`src/design/soc_defines.svh`:
```
`ifndef SOC_DEFINES_SVH
`define SOC_DEFINES_SVH

// ------------------------------
// Address map.
`define SOC_FLASH_SEG            8'h1e      // Bits 31:24.
`define SOC_GPIO_PAGE            24'h1fd0f0 // Bits 31:8.
`define SOC_TICKER_PAGE          24'h1fd0e0 // Bits 31:8.

// Wait cycles per flash halfword, at least 1.
`define SOC_FLASH_WAIT           2

// ------------------------------
// Register offsets within a page.
`define SOC_REG_GPIO_OUT         8'h00
`define SOC_REG_GPIO_IN          8'h04
`define SOC_REG_TICKER_COUNT     8'h00
`define SOC_REG_TICKER_COMPARE   8'h04
`define SOC_REG_TICKER_IRQ_CLEAR 8'h08

`endif

```
`src/design/soc_pkg.sv`:
```
`default_nettype none

package soc_pkg;

    typedef logic [31:0] word_t;

    // Halfword address on the flash pins.
    typedef logic [21:0] flash_addr_t;

    // ------------------------------
    // Request from the bus master.
    typedef struct packed {
        logic [31:0] address;
        logic [3:0]  byteenable;
        logic        read;
        logic        write;
        word_t       wrdata;
    } dbus_req_t;

    // Request as seen by a slave, local offset only.
    typedef struct packed {
        logic [23:0] address;
        logic [3:0]  byteenable;
        logic        read;
        logic        write;
        word_t       wrdata;
    } slave_req_t;

    // ------------------------------
    typedef enum logic [1:0] {
        SLV_NONE,
        SLV_GPIO,
        SLV_TICKER,
        SLV_FLASH
    } dbus_slave_e;

    typedef enum logic [1:0] {
        FL_IDLE,
        FL_LOW,   // Even halfword.
        FL_HIGH,  // Odd halfword.
        FL_DONE
    } flash_state_e;

endpackage

`default_nettype wire

```
`src/design/dbus.sv`:
```
`timescale 1ns/1ps
`default_nettype none

`include "soc_defines.svh"

module dbus (
    input  wire                     clk_bus,
    input  wire                     reset_i,
    input  wire soc_pkg::dbus_req_t master_req_i,
    output soc_pkg::word_t          master_rddata_o,
    output logic                    master_stall_o,
    output soc_pkg::slave_req_t     slave_req_o,
    output logic                    gpio_sel_o,
    output logic                    ticker_sel_o,
    output logic                    flash_sel_o,
    input  wire soc_pkg::word_t     gpio_rddata_i,
    input  wire soc_pkg::word_t     ticker_rddata_i,
    input  wire soc_pkg::word_t     flash_rddata_i,
    input  wire                     flash_stall_i
);

    soc_pkg::dbus_slave_e sel;
    logic                 flash_busy_q;
    logic                 mapped;

    // Flash stays selected through its completion cycle.
    always_ff @(posedge clk_bus) begin
        if (reset_i) begin
            flash_busy_q <= 1'b0;
        end else begin
            flash_busy_q <= flash_stall_i;
        end
    end

    // ------------------------------
    // Region decode.
    always_comb begin
        if (flash_busy_q) begin
            sel = soc_pkg::SLV_FLASH;
        end else if (master_req_i.address[31:24] == `SOC_FLASH_SEG) begin
            sel = soc_pkg::SLV_FLASH;
        end else if (master_req_i.address[31:8] == `SOC_GPIO_PAGE) begin
            sel = soc_pkg::SLV_GPIO;
        end else if (master_req_i.address[31:8] == `SOC_TICKER_PAGE) begin
            sel = soc_pkg::SLV_TICKER;
        end else begin
            sel = soc_pkg::SLV_NONE;
        end
    end

    assign mapped       = (sel != soc_pkg::SLV_NONE);
    assign gpio_sel_o   = (sel == soc_pkg::SLV_GPIO);
    assign ticker_sel_o = (sel == soc_pkg::SLV_TICKER);
    assign flash_sel_o  = (sel == soc_pkg::SLV_FLASH);

    // ------------------------------
    // Shared slave request.
    always_comb begin
        slave_req_o.byteenable = master_req_i.byteenable;
        slave_req_o.wrdata     = master_req_i.wrdata;
        slave_req_o.read       = master_req_i.read && mapped;
        slave_req_o.write      = master_req_i.write && mapped;
        if (flash_sel_o) begin
            slave_req_o.address = master_req_i.address[23:0];
        end else begin
            slave_req_o.address = {16'h0, master_req_i.address[7:0]}; // Page offset.
        end
    end

    // Read data return.
    always_comb begin
        case (sel)
            soc_pkg::SLV_GPIO:   master_rddata_o = gpio_rddata_i;
            soc_pkg::SLV_TICKER: master_rddata_o = ticker_rddata_i;
            soc_pkg::SLV_FLASH:  master_rddata_o = flash_rddata_i;
            default:             master_rddata_o = '0; // Unmapped.
        endcase
    end

    // Only the flash can hold the master.
    assign master_stall_o = flash_stall_i;

endmodule

`default_nettype wire

```
`src/design/flash_ctrl.sv`:
```
`timescale 1ns/1ps
`default_nettype none

`include "soc_defines.svh"

module flash_ctrl (
    input  wire                      clk_bus,
    input  wire                      reset_i,
    input  wire                      sel_i,
    input  wire soc_pkg::slave_req_t bus_req_i,
    output soc_pkg::word_t           bus_rddata_o,
    output logic                     bus_stall_o,
    output soc_pkg::flash_addr_t     flash_address_o,
    output logic                     flash_ce_n_o,
    output logic                     flash_oe_n_o,
    input  wire [15:0]               flash_data_i
);

    localparam int WAIT  = `SOC_FLASH_WAIT;
    localparam int CNT_W = $clog2(WAIT + 1);

    soc_pkg::flash_state_e state_q;
    logic [CNT_W-1:0]      wait_cnt_q;
    logic [20:0]           word_addr_q;
    logic [15:0]           low_q;
    logic [15:0]           high_q;
    logic                  start;
    logic                  wait_done;
    logic                  flash_active;

    assign start     = sel_i && bus_req_i.read; // Writes are dropped.
    assign wait_done = (wait_cnt_q == CNT_W'(WAIT));

    // ------------------------------
    // FSM. The first half gets one extra
    // cycle for chip enable setup.
    always_ff @(posedge clk_bus) begin
        if (reset_i) begin
            state_q    <= soc_pkg::FL_IDLE;
            wait_cnt_q <= '0;
        end else begin
            case (state_q)
                soc_pkg::FL_IDLE: begin
                    if (start) begin
                        state_q    <= soc_pkg::FL_LOW;
                        wait_cnt_q <= '0;
                    end
                end
                soc_pkg::FL_LOW: begin
                    if (wait_done) begin
                        state_q    <= soc_pkg::FL_HIGH;
                        wait_cnt_q <= CNT_W'(1);
                    end else begin
                        wait_cnt_q <= wait_cnt_q + CNT_W'(1);
                    end
                end
                soc_pkg::FL_HIGH: begin
                    if (wait_done) begin
                        state_q <= soc_pkg::FL_DONE;
                    end else begin
                        wait_cnt_q <= wait_cnt_q + CNT_W'(1);
                    end
                end
                soc_pkg::FL_DONE: begin
                    state_q <= soc_pkg::FL_IDLE;
                end
                default: begin
                    state_q <= soc_pkg::FL_IDLE;
                end
            endcase
        end
    end

    // Word address and captured halves.
    always_ff @(posedge clk_bus) begin
        if (state_q == soc_pkg::FL_IDLE && start) begin
            word_addr_q <= bus_req_i.address[22:2];
        end
        if (state_q == soc_pkg::FL_LOW && wait_done) begin
            low_q <= flash_data_i;
        end
        if (state_q == soc_pkg::FL_HIGH && wait_done) begin
            high_q <= flash_data_i;
        end
    end

    // ------------------------------
    assign flash_active    = (state_q == soc_pkg::FL_LOW) || (state_q == soc_pkg::FL_HIGH);
    assign flash_ce_n_o    = ~flash_active;
    assign flash_oe_n_o    = ~flash_active;
    assign flash_address_o = {word_addr_q, state_q == soc_pkg::FL_HIGH}; // Odd half in FL_HIGH.

    // Stall from the strobe cycle until the word is ready.
    assign bus_stall_o = (state_q == soc_pkg::FL_IDLE && start) || flash_active;

    assign bus_rddata_o = (state_q == soc_pkg::FL_DONE) ? {high_q, low_q} : '0;

endmodule

`default_nettype wire

```
`src/design/gpio_top.sv`:
```
`timescale 1ns/1ps
`default_nettype none

`include "soc_defines.svh"

module gpio_top (
    input  wire                      clk_bus,
    input  wire                      reset_i,
    input  wire                      sel_i,
    input  wire soc_pkg::slave_req_t bus_req_i,
    output soc_pkg::word_t           bus_rddata_o,
    output soc_pkg::word_t           gpio_o,
    input  wire soc_pkg::word_t      gpio_i
);

    soc_pkg::word_t out_q;
    soc_pkg::word_t in_meta_q;
    soc_pkg::word_t in_sync_q;
    logic [7:0]     offset;

    assign offset = bus_req_i.address[7:0];

    // ------------------------------
    // Output register, byte merge.
    always_ff @(posedge clk_bus) begin
        if (reset_i) begin
            out_q <= '0;
        end else if (sel_i && bus_req_i.write && offset == `SOC_REG_GPIO_OUT) begin
            for (int i = 0; i < 4; i++) begin
                if (bus_req_i.byteenable[i]) begin
                    out_q[8*i +: 8] <= bus_req_i.wrdata[8*i +: 8];
                end
            end
        end
    end

    // Two stage input synchronizer.
    always_ff @(posedge clk_bus) begin
        in_meta_q <= gpio_i;
        in_sync_q <= in_meta_q;
    end

    always_comb begin
        case (offset)
            `SOC_REG_GPIO_OUT: bus_rddata_o = out_q;
            `SOC_REG_GPIO_IN:  bus_rddata_o = in_sync_q;
            default:           bus_rddata_o = '0;
        endcase
    end

    assign gpio_o = out_q;

endmodule

`default_nettype wire

```
`src/design/soc_dbus_top.sv`:
```
`timescale 1ns/1ps
`default_nettype none

module soc_dbus_top (
    input  wire                     clk_bus,
    input  wire                     reset_i,
    input  wire soc_pkg::dbus_req_t master_req_i,
    output soc_pkg::word_t          master_rddata_o,
    output logic                    stall_o,
    output logic                    irq_o,
    output soc_pkg::word_t          gpio_o,
    input  wire soc_pkg::word_t     gpio_i,
    output soc_pkg::flash_addr_t    flash_address_o,
    output logic                    flash_ce_n_o,
    output logic                    flash_oe_n_o,
    input  wire [15:0]              flash_data_i
);

    wire soc_pkg::slave_req_t slave_req;
    wire soc_pkg::word_t      gpio_rddata;
    wire soc_pkg::word_t      ticker_rddata;
    wire soc_pkg::word_t      flash_rddata;
    wire                      gpio_sel;
    wire                      ticker_sel;
    wire                      flash_sel;
    wire                      flash_stall;

    // ------------------------------
    dbus dbus0 (
        .clk_bus         (clk_bus),
        .reset_i         (reset_i),
        .master_req_i    (master_req_i),
        .master_rddata_o (master_rddata_o),
        .master_stall_o  (stall_o),
        .slave_req_o     (slave_req),
        .gpio_sel_o      (gpio_sel),
        .ticker_sel_o    (ticker_sel),
        .flash_sel_o     (flash_sel),
        .gpio_rddata_i   (gpio_rddata),
        .ticker_rddata_i (ticker_rddata),
        .flash_rddata_i  (flash_rddata),
        .flash_stall_i   (flash_stall)
    );

    flash_ctrl flash0 (
        .clk_bus         (clk_bus),
        .reset_i         (reset_i),
        .sel_i           (flash_sel),
        .bus_req_i       (slave_req),
        .bus_rddata_o    (flash_rddata),
        .bus_stall_o     (flash_stall),
        .flash_address_o (flash_address_o),
        .flash_ce_n_o    (flash_ce_n_o),
        .flash_oe_n_o    (flash_oe_n_o),
        .flash_data_i    (flash_data_i)
    );

    ticker ticker0 (
        .clk_bus      (clk_bus),
        .reset_i      (reset_i),
        .sel_i        (ticker_sel),
        .bus_req_i    (slave_req),
        .bus_rddata_o (ticker_rddata),
        .irq_o        (irq_o)
    );

    gpio_top gpio0 (
        .clk_bus      (clk_bus),
        .reset_i      (reset_i),
        .sel_i        (gpio_sel),
        .bus_req_i    (slave_req),
        .bus_rddata_o (gpio_rddata),
        .gpio_o       (gpio_o),
        .gpio_i       (gpio_i)
    );

endmodule

`default_nettype wire

```
`src/design/ticker.sv`:
```
`timescale 1ns/1ps
`default_nettype none

`include "soc_defines.svh"

module ticker (
    input  wire                      clk_bus,
    input  wire                      reset_i,
    input  wire                      sel_i,
    input  wire soc_pkg::slave_req_t bus_req_i,
    output soc_pkg::word_t           bus_rddata_o,
    output logic                     irq_o
);

    soc_pkg::word_t count_q;
    soc_pkg::word_t compare_q;
    logic           irq_q;
    logic [7:0]     offset;
    logic           wr;

    assign offset = bus_req_i.address[7:0];
    assign wr     = sel_i && bus_req_i.write;

    // ------------------------------
    always_ff @(posedge clk_bus) begin
        if (reset_i) begin
            count_q   <= '0;
            compare_q <= '1; // Far from the count.
            irq_q     <= 1'b0;
        end else begin
            if (wr && offset == `SOC_REG_TICKER_COUNT) begin
                count_q <= bus_req_i.wrdata;
            end else begin
                count_q <= count_q + 32'd1;
            end
            if (wr && offset == `SOC_REG_TICKER_COMPARE) begin
                compare_q <= bus_req_i.wrdata;
            end
            // Sticky until cleared.
            if (wr && offset == `SOC_REG_TICKER_IRQ_CLEAR) begin
                irq_q <= 1'b0;
            end else if (count_q == compare_q) begin
                irq_q <= 1'b1;
            end
        end
    end

    // Register read.
    always_comb begin
        case (offset)
            `SOC_REG_TICKER_COUNT:     bus_rddata_o = count_q;
            `SOC_REG_TICKER_COMPARE:   bus_rddata_o = compare_q;
            `SOC_REG_TICKER_IRQ_CLEAR: bus_rddata_o = {31'h0, irq_q};
            default:                   bus_rddata_o = '0;
        endcase
    end

    assign irq_o = irq_q;

endmodule

`default_nettype wire

```
`config.mk`:
```
export PLATFORM = sky130hd
export DESIGN_NAME = soc_dbus_top
export DESIGN_NICKNAME = d
export VERILOG_FILES = /design/src/design/soc_pkg.sv /design/src/design/dbus.sv /design/src/design/flash_ctrl.sv /design/src/design/gpio_top.sv /design/src/design/soc_dbus_top.sv /design/src/design/ticker.sv
export VERILOG_INCLUDE_DIRS = /design/src /design/src/design
export SDC_FILE = /design/constraint.sdc
export NUM_CORES = 1
export LEC_CHECK = 0
export BUFFER_PORTS_ARGS = -buffer_cell sky130_fd_sc_hd__buf_2
export CELL_PAD_IN_SITES_DETAIL_PLACEMENT = 0
export CELL_PAD_IN_SITES_GLOBAL_PLACEMENT = 1
export CORE_ASPECT_RATIO = 1.4
export CORE_UTILIZATION = 30
export DETAILED_ROUTE_END_ITERATION = 12
export GPL_TIMING_DRIVEN = 0
export PLACE_DENSITY_LB_ADDON = 0.1
export SLEW_MARGIN = 20
export SYNTH_ARGS = -nofsm -noshare
export SYNTH_HDL_FRONTEND = slang
export SYNTH_HIERARCHICAL = 1
export SYNTH_SLANG_ARGS = --single-unit
```
`constraint.sdc`:
```
create_clock -name clk_bus -period 6.15 [get_ports clk_bus]
set_input_delay 1.5375 -clock clk_bus [delete_from_list [all_inputs] [get_ports clk_bus]]
set_output_delay 1.5375 -clock clk_bus [all_outputs]
set_load 0.02 [all_outputs]
```
Yosys cells after proc, flatten, opt, wreduce, memory -nomap -nowiden --
Index checks and enable logic that the tools add are counted.
Operators by class: reduce and logical (&&, ||, !) cells 25, eq/ne operators 17, $add $sub $neg 2, mux-type cells 17, bitwise logic cells 1
Operators with widths (count):
- 32-bit one-hot mux with 3 select lines | 2
- 32-bit two-way mux | 2
- 32-bit one-hot mux with 2 select lines | 1
- 24-bit by 21-bit == test with 1-bit output, second input constant | 2
- 32-bit by 1-bit adder with 32-bit output, second input constant | 1
- 32-bit == test | 1
- 2-bit two-way mux | 10
- 1-bit logical AND | 12
- 2-bit == test, second input constant | 5
- 8-bit by 3-bit == test with 1-bit output, second input constant | 1
- 8-bit by 4-bit == test with 1-bit output, second input constant | 1
- 8-bit by 5-bit == test with 1-bit output, second input constant | 1
- 8-bit logical NOT | 1
- 2-bit one-hot mux with 4 select lines | 1
- 2-bit AND reduction | 4
- 2-bit by 1-bit != test with 1-bit output, second input constant | 3
- 2-bit one-hot mux with 3 select lines | 1
- 3-bit AND reduction | 2
- 2-bit by 1-bit == test with 1-bit output, second input constant | 2
- 3-bit nonzero test | 1
- 2-bit by 1-bit adder with 2-bit output, second input constant | 1
- 2-bit logical NOT | 1
- 1-bit logical OR | 2
- 2-bit != test, second input constant | 1
- 3 further kinds | 3
Word-level totals: register bits 219, bits of input ports 120, output and inout port bits 90, logic and storage cells 78

Longest topological paths before layout --
Gate-level depths: netlist of the first run.
depth after elaboration 10, depth in mapped cells 12, gate-level depth less buffers 8

Hierarchy --
The synthesis of the first run kept the hierarchy.
Modules (own cells, without submodules):
- ticker | cells an instance 409, area an instance 3626.0 µm², seq. area each 1301.2 µm², instances 1
- gpio_top | cells an instance 285, area an instance 3284.4 µm², seq. area each 1921.8 µm², instances 1
- flash_ctrl | cells an instance 132, area an instance 2207.1 µm², seq. area each 1671.6 µm², instances 1
- dbus | cells an instance 236, area an instance 1702.9 µm², seq. area each 20.0 µm², instances 1

Worst setup path after synthesis of the first run --
OpenSTA, ideal clock, no wires.
path type input-to-output, from in master_req_i[43] (netlist bit), to out master_rddata_o[10], setup slack 733 ps, cell stages on the path 9, data arrival time 3879 ps, data required time 4612 ps, buffers on the path 2, cells stage by stage buf_4 -> or4_1 -> or4_4 -> nor2_1 -> clkbuf_1 -> a22o_1 -> mux2_2 -> nand4_1 -> o22ai_1
On the way: word-level cells in the longest chain between the ends 3, elaborated cells on any way between the ends 6, classes of those cells 2 x eq/ne; 3 x mux; 1 x reduce/logical
RTL lines:
- from (decl) | RTL line soc_dbus_top.sv:7 | input wire soc_pkg::dbus_req_t master_req_i,
- 8-bit by 4-bit == test with 1-bit output, or another cell as far along | RTL line ticker.sv:50 | case (offset)
- 32-bit one-hot mux with 3 select lines (*) | RTL line ticker.sv:50
- via ticker_rddata[10] | RTL line soc_dbus_top.sv:21 | wire soc_pkg::word_t ticker_rddata;
- 32-bit one-hot mux with 3 select lines (*) | RTL line dbus.sv:72 | case (sel)
- to (decl) | RTL line soc_dbus_top.sv:8 | output soc_pkg::word_t master_rddata_o,
The timed path passes the listed nets; every way through them passes the cells marked *.

Final worst setup path of the first run --
from in master_req_i[43] (netlist bit), to out master_rddata_o[4]
Same word-level chain as after synthesis.

==> results.txt, run 1 <==
Outcome: complete, no violations
Antenna violations before repair: 1
Crit path kind: input pin to primary output
Number of input and output port buffers inserted: 164
Area of the core region: 0.0353 mm^2
Synthesized area per cell: 10.2 um^2
TritonRoute pass-1 iters: 5
Combined area of the multi-input logic cells: 0.00495 mm^2
Power Internal: 0.00249 W
GRT overflow: 0
Minimum period implied by the final worst setup slack: 6.02 ns
Worst slew slack as a fraction of its limit: 0.287
Starting DRT DRC Count: 392
Row count: 81
Number of warnings issued by yosys: 6
Maximum number of pins on one net before global-route repair: 23
TritonCTS Buffers: 25
Clock tree from TritonCTS: built
Max-slew violations: 0
Largest stage delay on the critical path: 0.54 ns
Final setup violating endpoints: 0
Cell with the biggest individual delay on the critical path: sky130_fd_sc_hd__or4_1
Startpoint types: input pin
Setup repair after global routing missed its margin: no
Fmax: 166 MHz
Average via count per standard cell: 4.82
Post-route DRC: 0
Vias in the first global route: 8428
Antenna Violating Nets Remaining: 0
Die Width: 162 um
Sequential share of power: 0.461
Worst setup skew after layout: 0.0219 ns
Buffer depth of the longest clock path: 3
Switching power: 0.000791 W
Fraction of power consumed by the clock network: 0.453
Transition time at the pin with the least slew margin: 1.07 ns
Static leakage: 5.00 nW
Height of the chip: 227 um
RePlAce Congestion: 0.828
Critical path, cell by cell: buf_4 -> or4_1 -> or4_4 -> nor2_1 -> clkbuf_1 -> a22o_1 -> mux2_2 -> nand4_1 -> o22ai_1 -> buf_2
H-Tree Depth: 1
Initial standard-cell utilization of the core: 0.307
Storage element area: 0.00491 mm^2
Synth Instances: 1061
Path class of the lowest-slack min-delay path: flip-flop to flip-flop
Post-synthesis cell area: 0.0108 mm^2
Worst vdd rail ir drop: 0.000155 V
Max-capacitance violation count: 0
WHS: 0.315 ns
Pre-CTS setup slack: -0.0306 ns
Die outline area: 0.0368 mm^2
Arrival time of data at the critical path endpoint: 4.48 ns
CTS Hold Buffers Added: 0
Fillcell total: 3661
Number of primary I/O pins: 210
Num Clock Sinks: 219
Routed wire length: 37800 um
Root buffer cell: sky130_fd_sc_hd__clkbuf_16
Power per cell area: 252 mW/mm^2
Wire length of the first global-routing pass: 55000 um
CTS clock-pin slew for the worst setup and hold paths: 0.06 ns
Worst Slack Setup Final: 0.131 ns
CP max FO: 10
Post-detailed-placement half-perimeter wirelength: 29800 um
Period utilisation layout: 0.979
Total global routing track utilization: 0.204
Synthesis-to-finish area growth: 20.5%
Avg WL per Cell: 21.9 um
Type of element capturing the critical path: primary output
Via count of the routed design: 8327
Antenna fix cells: 0
Final Net Count: 1383
Worst-skew pair later-pin latency: 0.54 ns
Logic pwr share: 0.086
Sw frac: 0.241
Number of failing hold endpoints at the final stage: 0
Proportion of layout cells with a drive suffix above 1: 0.269
Post-Synthesis Net Count: 1192
Required time of the critical path: 4.61 ns
==> flip-flops by register name, indices dropped and copies added (netlist names) <==
name	cells
gpio0/gpio_o	32
gpio0/in_meta_q	32
gpio0/in_sync_q	32
ticker0/compare_q	32
ticker0/count_q	32
flash0/word_addr_q	21
flash0/high_q	16
flash0/low_q	16
flash0/state_q	2
flash0/wait_cnt_q	2
dbus0/flash_busy_q	1
ticker0/irq_o	1
==> critical path, delay by kind of cell <==
family          cells  cell delay (ns)
simple gates        4             1.45
compound gates      2             0.45
buf+inv             3             0.83
mux                 1             0.20
==> stage by stage <==
step | cells | utilization | power, W | setup TNS [ns] | instance area (um^2)
final | 1727 | 0.370 | 0.00328 | 0 | 13000
after global routing | 1727 | 0.370 | 0.00341 | 0 | 13000
after CTS | 1727 | 0.369 | 0.00333 | 0 | 13000
after detailed placement | 1681 | 0.346 | 0.00183 | -0.0306 | 12200
after global placement | 1681 | 0.346 | 0.00183 | -0.0674 | 12200
after floorplan | 1061 | - | 0.00172 | 0 | 10800
==> power groups by stage <==
stage / clock (W) / sequential [W] / combinational (W)
after detailed placement: 0 / 0.00155 / 0.000285
final: 0.00149 / 0.00152 / 0.000282
after CTS: 0.00153 / 0.00152 / 0.000286
after floorplan: 0 / 0.00154 / 0.000181
after global routing: 0.00159 / 0.00152 / 0.000303
after global placement: 0 / 0.00155 / 0.000284
==> repair_timing <==
item / 4_1_cts / 5_1_grt
endpoints found under the setup margin: 1 / 4
gates resized for setup: 2 / 6
setup buffers: 0 / 0
==> layout make-up <==
| cell class | count | share of cell area |
|---|---|---|
| Clock buffer | 34 | 0.0559 |
| Tap cell | 456 | 0.0438 |
| Buffer | 127 | 0.0592 |
| Timing Repair Buffer | 164 | 0.0630 |
| Inverter | 48 | 0.0138 |
| Clock inverter | 12 | 0.00730 |
| Multi-Input combinational cell | 667 | 0.380 |
| Sequential cell | 219 | 0.377 |
==> routing by layer <==
layer,global-route usage,up-vias,wire (um)
met5,0,-,0
met4,0.0514,0,694
met3,0.0223,43,1650
met2,0.373,241,19500
met1,0.252,3985,16000
li1,-,4058,-
==> layout by cell type (no fill, tap or decap), drive strengths merged, types with 2 or more instances in the layout <==
cell / n
a211o: 32
a211oi: 32
a21oi: 4
a22o: 31
a311oi: 2
and2: 37
and3: 3
and4: 5
and4b: 2
buf: 247
clkbuf: 78
clkinv: 8
clkinvlp: 2
dfxtp: 166
edfxtp: 53
ha: 11
inv: 49
mux2: 34
mux2i: 66
nand2: 14
nand2b: 67
nand3: 12
nand4: 48
nand4b: 4
nor2: 78
nor2b: 48
nor3: 15
nor3b: 2
nor4: 7
nor4b: 3
o22ai: 35
or2: 2
or3: 2
or4: 3
xnor2: 54
xor2: 8
==> path summary, 6_finish.rpt <==
path,slack [ns],cells past startpoint,from,end
hold / removal,0.32,0,gpio0/in_meta_q[16],gpio0/in_sync_q[16]
hold reg to reg,0.32,0,gpio0/in_meta_q[16],gpio0/in_sync_q[16]
setup / recovery,0.13,10,master_req_i[43],master_rddata_o[4]
setup reg to reg,3.60,10,dbus0/flash_busy_q,ticker0/count_q[24]
(Power assumes the default switching activity.)
==> inputs of run 2 (changes only) <==
Settings changed: CELL_PAD_IN_SITES_DETAIL_PLACEMENT 0 to default, CELL_PAD_IN_SITES_GLOBAL_PLACEMENT 1 to default, PLACE_DENSITY_LB_ADDON 0.1 to default, REMOVE_ABC_BUFFERS from default to 1.
==> results.txt, run 2 (same netlist as run 1, synthesis figures left out) <==
Routed wire length: 30900 um
Critical register-to-register path startpoint: dbus0/flash_busy_q
Endpoint of the worst-slack reg-to-reg timing path: ticker0/compare_q[18]
Height of the chip: 227 um
Required time of the critical path: 4.61 ns
Crit path kind: input pin to primary output
Worst slew slack as a fraction of its limit: 0.312
Worst Slack Setup Final: 0.249 ns
WHS: 0.325 ns
Startpoint types: input pin
Fmax: 169 MHz
Hold path startpoint: gpio0/in_meta_q[14]
Die Width: 162 um
Fraction of power consumed by the clock network: 0.457
Average via count per standard cell: 4.85
Outcome: complete, no violations
Switching power: 0.000784 W
Area of the core region: 0.0353 mm^2
Buffer depth of the longest clock path: 3
Antenna violations before repair: 1
Arrival time of data at the critical path endpoint: 4.36 ns
Starting DRT DRC Count: 437
Period utilisation layout: 0.960
Minimum setup slack among reg-to-reg paths: 3.24 ns
Type of element capturing the critical path: primary output
Number of failing hold endpoints at the final stage: 0
Maximum number of pins on one net before global-route repair: 102
Synthesis-to-finish area growth: 17.7%
Root buffer cell: sky130_fd_sc_hd__clkbuf_16
TritonCTS Buffers: 25
Transition time at the pin with the least slew margin: 1.03 ns
Post-detailed-placement half-perimeter wirelength: 22000 um
Initial standard-cell utilization of the core: 0.307
Logic pwr share: 0.079
Minimum period implied by the final worst setup slack: 5.90 ns
Post-cts repair resize count: 0
Num Clock Sinks: 219
Avg WL per Cell: 18.7 um
Setup repair after global routing missed its margin: no
Row count: 81
Min-Delay Endpoint: gpio0/in_sync_q[14]
Post-route DRC: 0
Worst setup skew after layout: 0.0157 ns
Sequential share of power: 0.464
Total Negative Setup Slacks: 0 ns
Worst-skew pair later-pin latency: 0.53 ns
Total global routing track utilization: 0.165
CTS Hold Buffers Added: 0
Most used cells in the layout excluding fill and tap cells: sky130_fd_sc_hd__buf_2 (207), sky130_fd_sc_hd__dfxtp_1 (166), sky130_fd_sc_hd__nor2_1 (76)
Static leakage: 4.81 nW
Setup Buffers After CTS: 0
Path depth of the worst reg2reg path: 9
Antenna Violating Nets Remaining: 0
CTS clock-pin slew for the worst setup and hold paths: 0.05 ns
Proportion of layout cells with a drive suffix above 1: 0.264
Wire length of the first global-routing pass: 45900 um
RePlAce Congestion: 0.798
Pre-CTS setup slack: 0.244 ns
CP max FO: 36
H-Tree Depth: 1
Sw frac: 0.240
Max-capacitance violation count: 0
Via count of the routed design: 8017
Power per cell area: 257 mW/mm^2
Vias in the first global route: 7928
Number of input and output port buffers inserted: 209
Fillcell total: 3609
Final setup violating endpoints: 0
Power Internal: 0.00248 W
Max-slew violations: 0
Final Net Count: 1310
Worst vdd rail ir drop: 0.000159 V
Clock tree from TritonCTS: built
Most common cell after layout, fill and taps aside: sky130_fd_sc_hd__buf_2
Path class of the lowest-slack min-delay path: flip-flop to flip-flop
Die outline area: 0.0368 mm^2
TritonRoute pass-1 iters: 5
Number of primary I/O pins: 210
Overall power: 0.00327 W
GRT overflow: 0
Min-Delay Path Depth: 0
-- run 2: cell types whose count changed in the layout (fill, tap and decap cells not counted), sizes merged --
cell	delta
diode	+1
bufinv	+2
buf	-29
clkbuf	-52
clkinv	+2
clkinvlp	+3
-- run 2: metal layers --
layer  vias to the layer above  track usage  share of wire
met5                         -            0              0
met4                         0       0.0633          0.029
met3                        41       0.0221          0.053
met2                       234        0.304           0.51
met1                      3831        0.191           0.41
li1                       3911            -              -
-- run 2: through the flow --
step	area, um^2	instances	utilization
after CTS	12700	1653	0.361
after global placement	11700	1599	0.331
final	12700	1654	0.361
after global routing	12700	1653	0.361
after floorplan	10000	934	-
after detailed placement	11900	1608	0.337
-- run 2: power groups by stage --
stage | Combinational [W] | Sequential, W | Clock (W)
2_1_floorplan | 0.000118 | 0.00154 | 0
3_3_place_gp | 0.000240 | 0.00155 | 0
3_5_place_dp | 0.000262 | 0.00155 | 0
4_1_cts | 0.000263 | 0.00152 | 0.00154
5_1_grt | 0.000281 | 0.00152 | 0.00159
6_report | 0.000260 | 0.00152 | 0.00149
-- run 2: area by class of cell --
type | count | area (um^2) | share of cell area
sequential | 219 | 4910 | 0.386
clock buffer | 26 | 629 | 0.0495
clock inverter | 19 | 190 | 0.0149
inverter | 48 | 180 | 0.0142
multi-input combinational | 667 | 4980 | 0.392
antenna | 1 | 2.50 | 0.000197
tap | 456 | 571 | 0.0448
timing repair buffer | 218 | 1250 | 0.0984
-- run 2: how the worst max path moves through the flow --
stage	cells past startpoint	to	from	slack [ns]
final	7	stall_o	master_req_i[68]	0.25
after floorplan	7	master_rddata_o[10]	master_req_i[43]	0.15
after global routing	7	stall_o	master_req_i[68]	0.03
after global placement	8	master_rddata_o[19]	master_req_i[40]	-1.44
after CTS	7	stall_o	master_req_i[68]	0.24
after detailed placement	7	stall_o	master_req_i[68]	0.24
-- run 2: worst max-delay path: stages --
cell and delay (ns):
sky130_fd_sc_hd__buf_2 0.09, sky130_fd_sc_hd__and4bb_2 0.87, sky130_fd_sc_hd__a31oi_4 0.47, sky130_fd_sc_hd__o22ai_1 0.36
sky130_fd_sc_hd__and3_2 0.60, sky130_fd_sc_hd__or2_2 0.24, sky130_fd_sc_hd__buf_2 0.16
==> inputs of run 3 (changes only) <==
Settings changed: MAX_ROUTING_LAYER from default to met4.
==> results.txt, run 3 (same netlist as run 1, synthesis figures left out) <==
Row count: 81
Final setup violating endpoints: 0
Path depth of the worst reg2reg path: 9
Initial standard-cell utilization of the core: 0.307
Path class of the lowest-slack min-delay path: flip-flop to flip-flop
Minimum period implied by the final worst setup slack: 5.90 ns
RePlAce Congestion: 0.809
Sequential share of power: 0.463
Power Internal: 0.00248 W
CTS Hold Buffers Added: 0
Area of the core region: 0.0353 mm^2
Antenna violations before repair: 1
Logic pwr share: 0.079
TritonRoute pass-1 iters: 4
Average via count per standard cell: 4.86
Max-capacitance violation count: 0
Proportion of layout cells with a drive suffix above 1: 0.264
Max-slew violations: 0
Number of primary I/O pins: 210
Buffer depth of the longest clock path: 3
Most common cell after layout, fill and taps aside: sky130_fd_sc_hd__buf_2
Number of input and output port buffers inserted: 209
Total Negative Setup Slacks: 0 ns
Post-detailed-placement half-perimeter wirelength: 22000 um
Routed wire length: 31000 um
Setup Buffers After CTS: 0
Clock tree from TritonCTS: built
Post-route cell area: 0.0127 mm^2
Switching power: 0.000789 W
Worst Path Buf+Inv: 2
Cell with the biggest individual delay on the critical path: sky130_fd_sc_hd__and4bb_2
TritonCTS Buffers: 25
Setup repair after global routing missed its margin: no
Power per cell area: 257 mW/mm^2
Required time of the critical path: 4.61 ns
Worst vdd rail ir drop: 0.000159 V
Avg WL per Cell: 18.7 um
Arrival time of data at the critical path endpoint: 4.36 ns
Crit path kind: input pin to primary output
Largest stage delay on the critical path: 0.86 ns
Root buffer cell: sky130_fd_sc_hd__clkbuf_16
Die Width: 162 um
Post-Place Cell Area: 0.0119 mm^2
Worst-skew pair later-pin latency: 0.53 ns
Height of the chip: 227 um
Cell count after placement: 1608
Wire length of the first global-routing pass: 45900 um
Kind of cell adding the most delay to the critical path: simple AND/OR/NAND/NOR gates
Number of failing hold endpoints at the final stage: 0
Post-cts repair resize count: 0
Transition time at the pin with the least slew margin: 1.06 ns
Type of element capturing the critical path: primary output
Min-Delay Path Depth: 0
Period utilisation layout: 0.959
Num Clock Sinks: 219
Worst path most repeated cell: sky130_fd_sc_hd__buf_2
Fraction of power consumed by the clock network: 0.457
H-Tree Depth: 1
Post-route DRC: 0
Die outline area: 0.0368 mm^2
Worst slew slack as a fraction of its limit: 0.293
Min-Delay Endpoint: gpio0/in_sync_q[4]
Minimum setup slack among reg-to-reg paths: 3.25 ns
CP max FO: 36
Total global routing track utilization: 0.170
Synthesis-to-finish area growth: 17.7%
Vias in the first global route: 7917
Starting DRT DRC Count: 513
Via count of the routed design: 8032
Outcome: complete, no violations
Antenna Violating Nets Remaining: 0
Critical register-to-register path startpoint: dbus0/flash_busy_q
Sw frac: 0.241
Startpoint types: input pin
GRT overflow: 0
Most used cells in the layout excluding fill and tap cells: sky130_fd_sc_hd__buf_2 (207), sky130_fd_sc_hd__dfxtp_1 (166), sky130_fd_sc_hd__nor2_1 (76)
Endpoint of the worst-slack reg-to-reg timing path: ticker0/count_q[1]
Fmax: 170 MHz
Worst setup skew after layout: 0.0204 ns
Maximum number of pins on one net before global-route repair: 102
Final Net Count: 1310
Hold path startpoint: gpio0/in_meta_q[4]
CTS clock-pin slew for the worst setup and hold paths: 0.06 ns
Critical path, cell by cell: buf_2 -> and4bb_2 -> a31oi_4 -> o22ai_1 -> and3_2 -> or2_2 -> buf_2
Final instance count without filler cells: 1654
Static leakage: 4.81 nW
-- run 3: how the worst max path moves through the flow --
stage | from | end | cells after the start
floorplan | master_req_i[43] | master_rddata_o[10] | 7
global placement | master_req_i[40] | master_rddata_o[19] | 8
detailed placement | master_req_i[68] | stall_o | 7
CTS | master_req_i[68] | stall_o | 7
global route | master_req_i[68] | stall_o | 7
finish | master_req_i[68] | stall_o | 7
-- run 3: through the flow --
step	power [W]	worst slack, ns	util	hold slack (ns)
CTS	0.00332	0.241	0.361	0.325
global route	0.00339	0.0238	0.361	0.331
finish	0.00327	0.252	0.361	0.325
detailed placement	0.00181	0.244	0.337	0.312
global placement	0.00179	-1.44	0.331	0.312
floorplan	0.00166	0.151	-	0.310
-- run 3: power by group through the flow --
| stage | combinational [W] | clock (W) | sequential, W |
|---|---|---|---|
| detailed placement | 0.000262 | 0 | 0.00155 |
| global route | 0.000282 | 0.00159 | 0.00152 |
| finish | 0.000260 | 0.00149 | 0.00152 |
| global placement | 0.000240 | 0 | 0.00155 |
| CTS | 0.000263 | 0.00154 | 0.00152 |
| floorplan | 0.000118 | 0 | 0.00154 |
-- run 3: routing by layer --
layer / track usage / part of all wire / vias up
met5: - / 0 / -
met4: 0.0633 / 0.029 / 0
met3: 0.0210 / 0.052 / 41
met2: 0.304 / 0.51 / 235
met1: 0.192 / 0.41 / 3842
li1: - / - / 3914
-- run 3: area by class of cell --
cell class / count / area, um^2
Fill cell: 3609 / 22500
Multi-Input combinational cell: 667 / 4980
Sequential cell: 219 / 4910
Timing Repair Buffer: 218 / 1250
Clock buffer: 26 / 629
Tap cell: 456 / 571
Clock inverter: 19 / 190
Inverter: 48 / 180
Antenna cell: 1 / 2.50
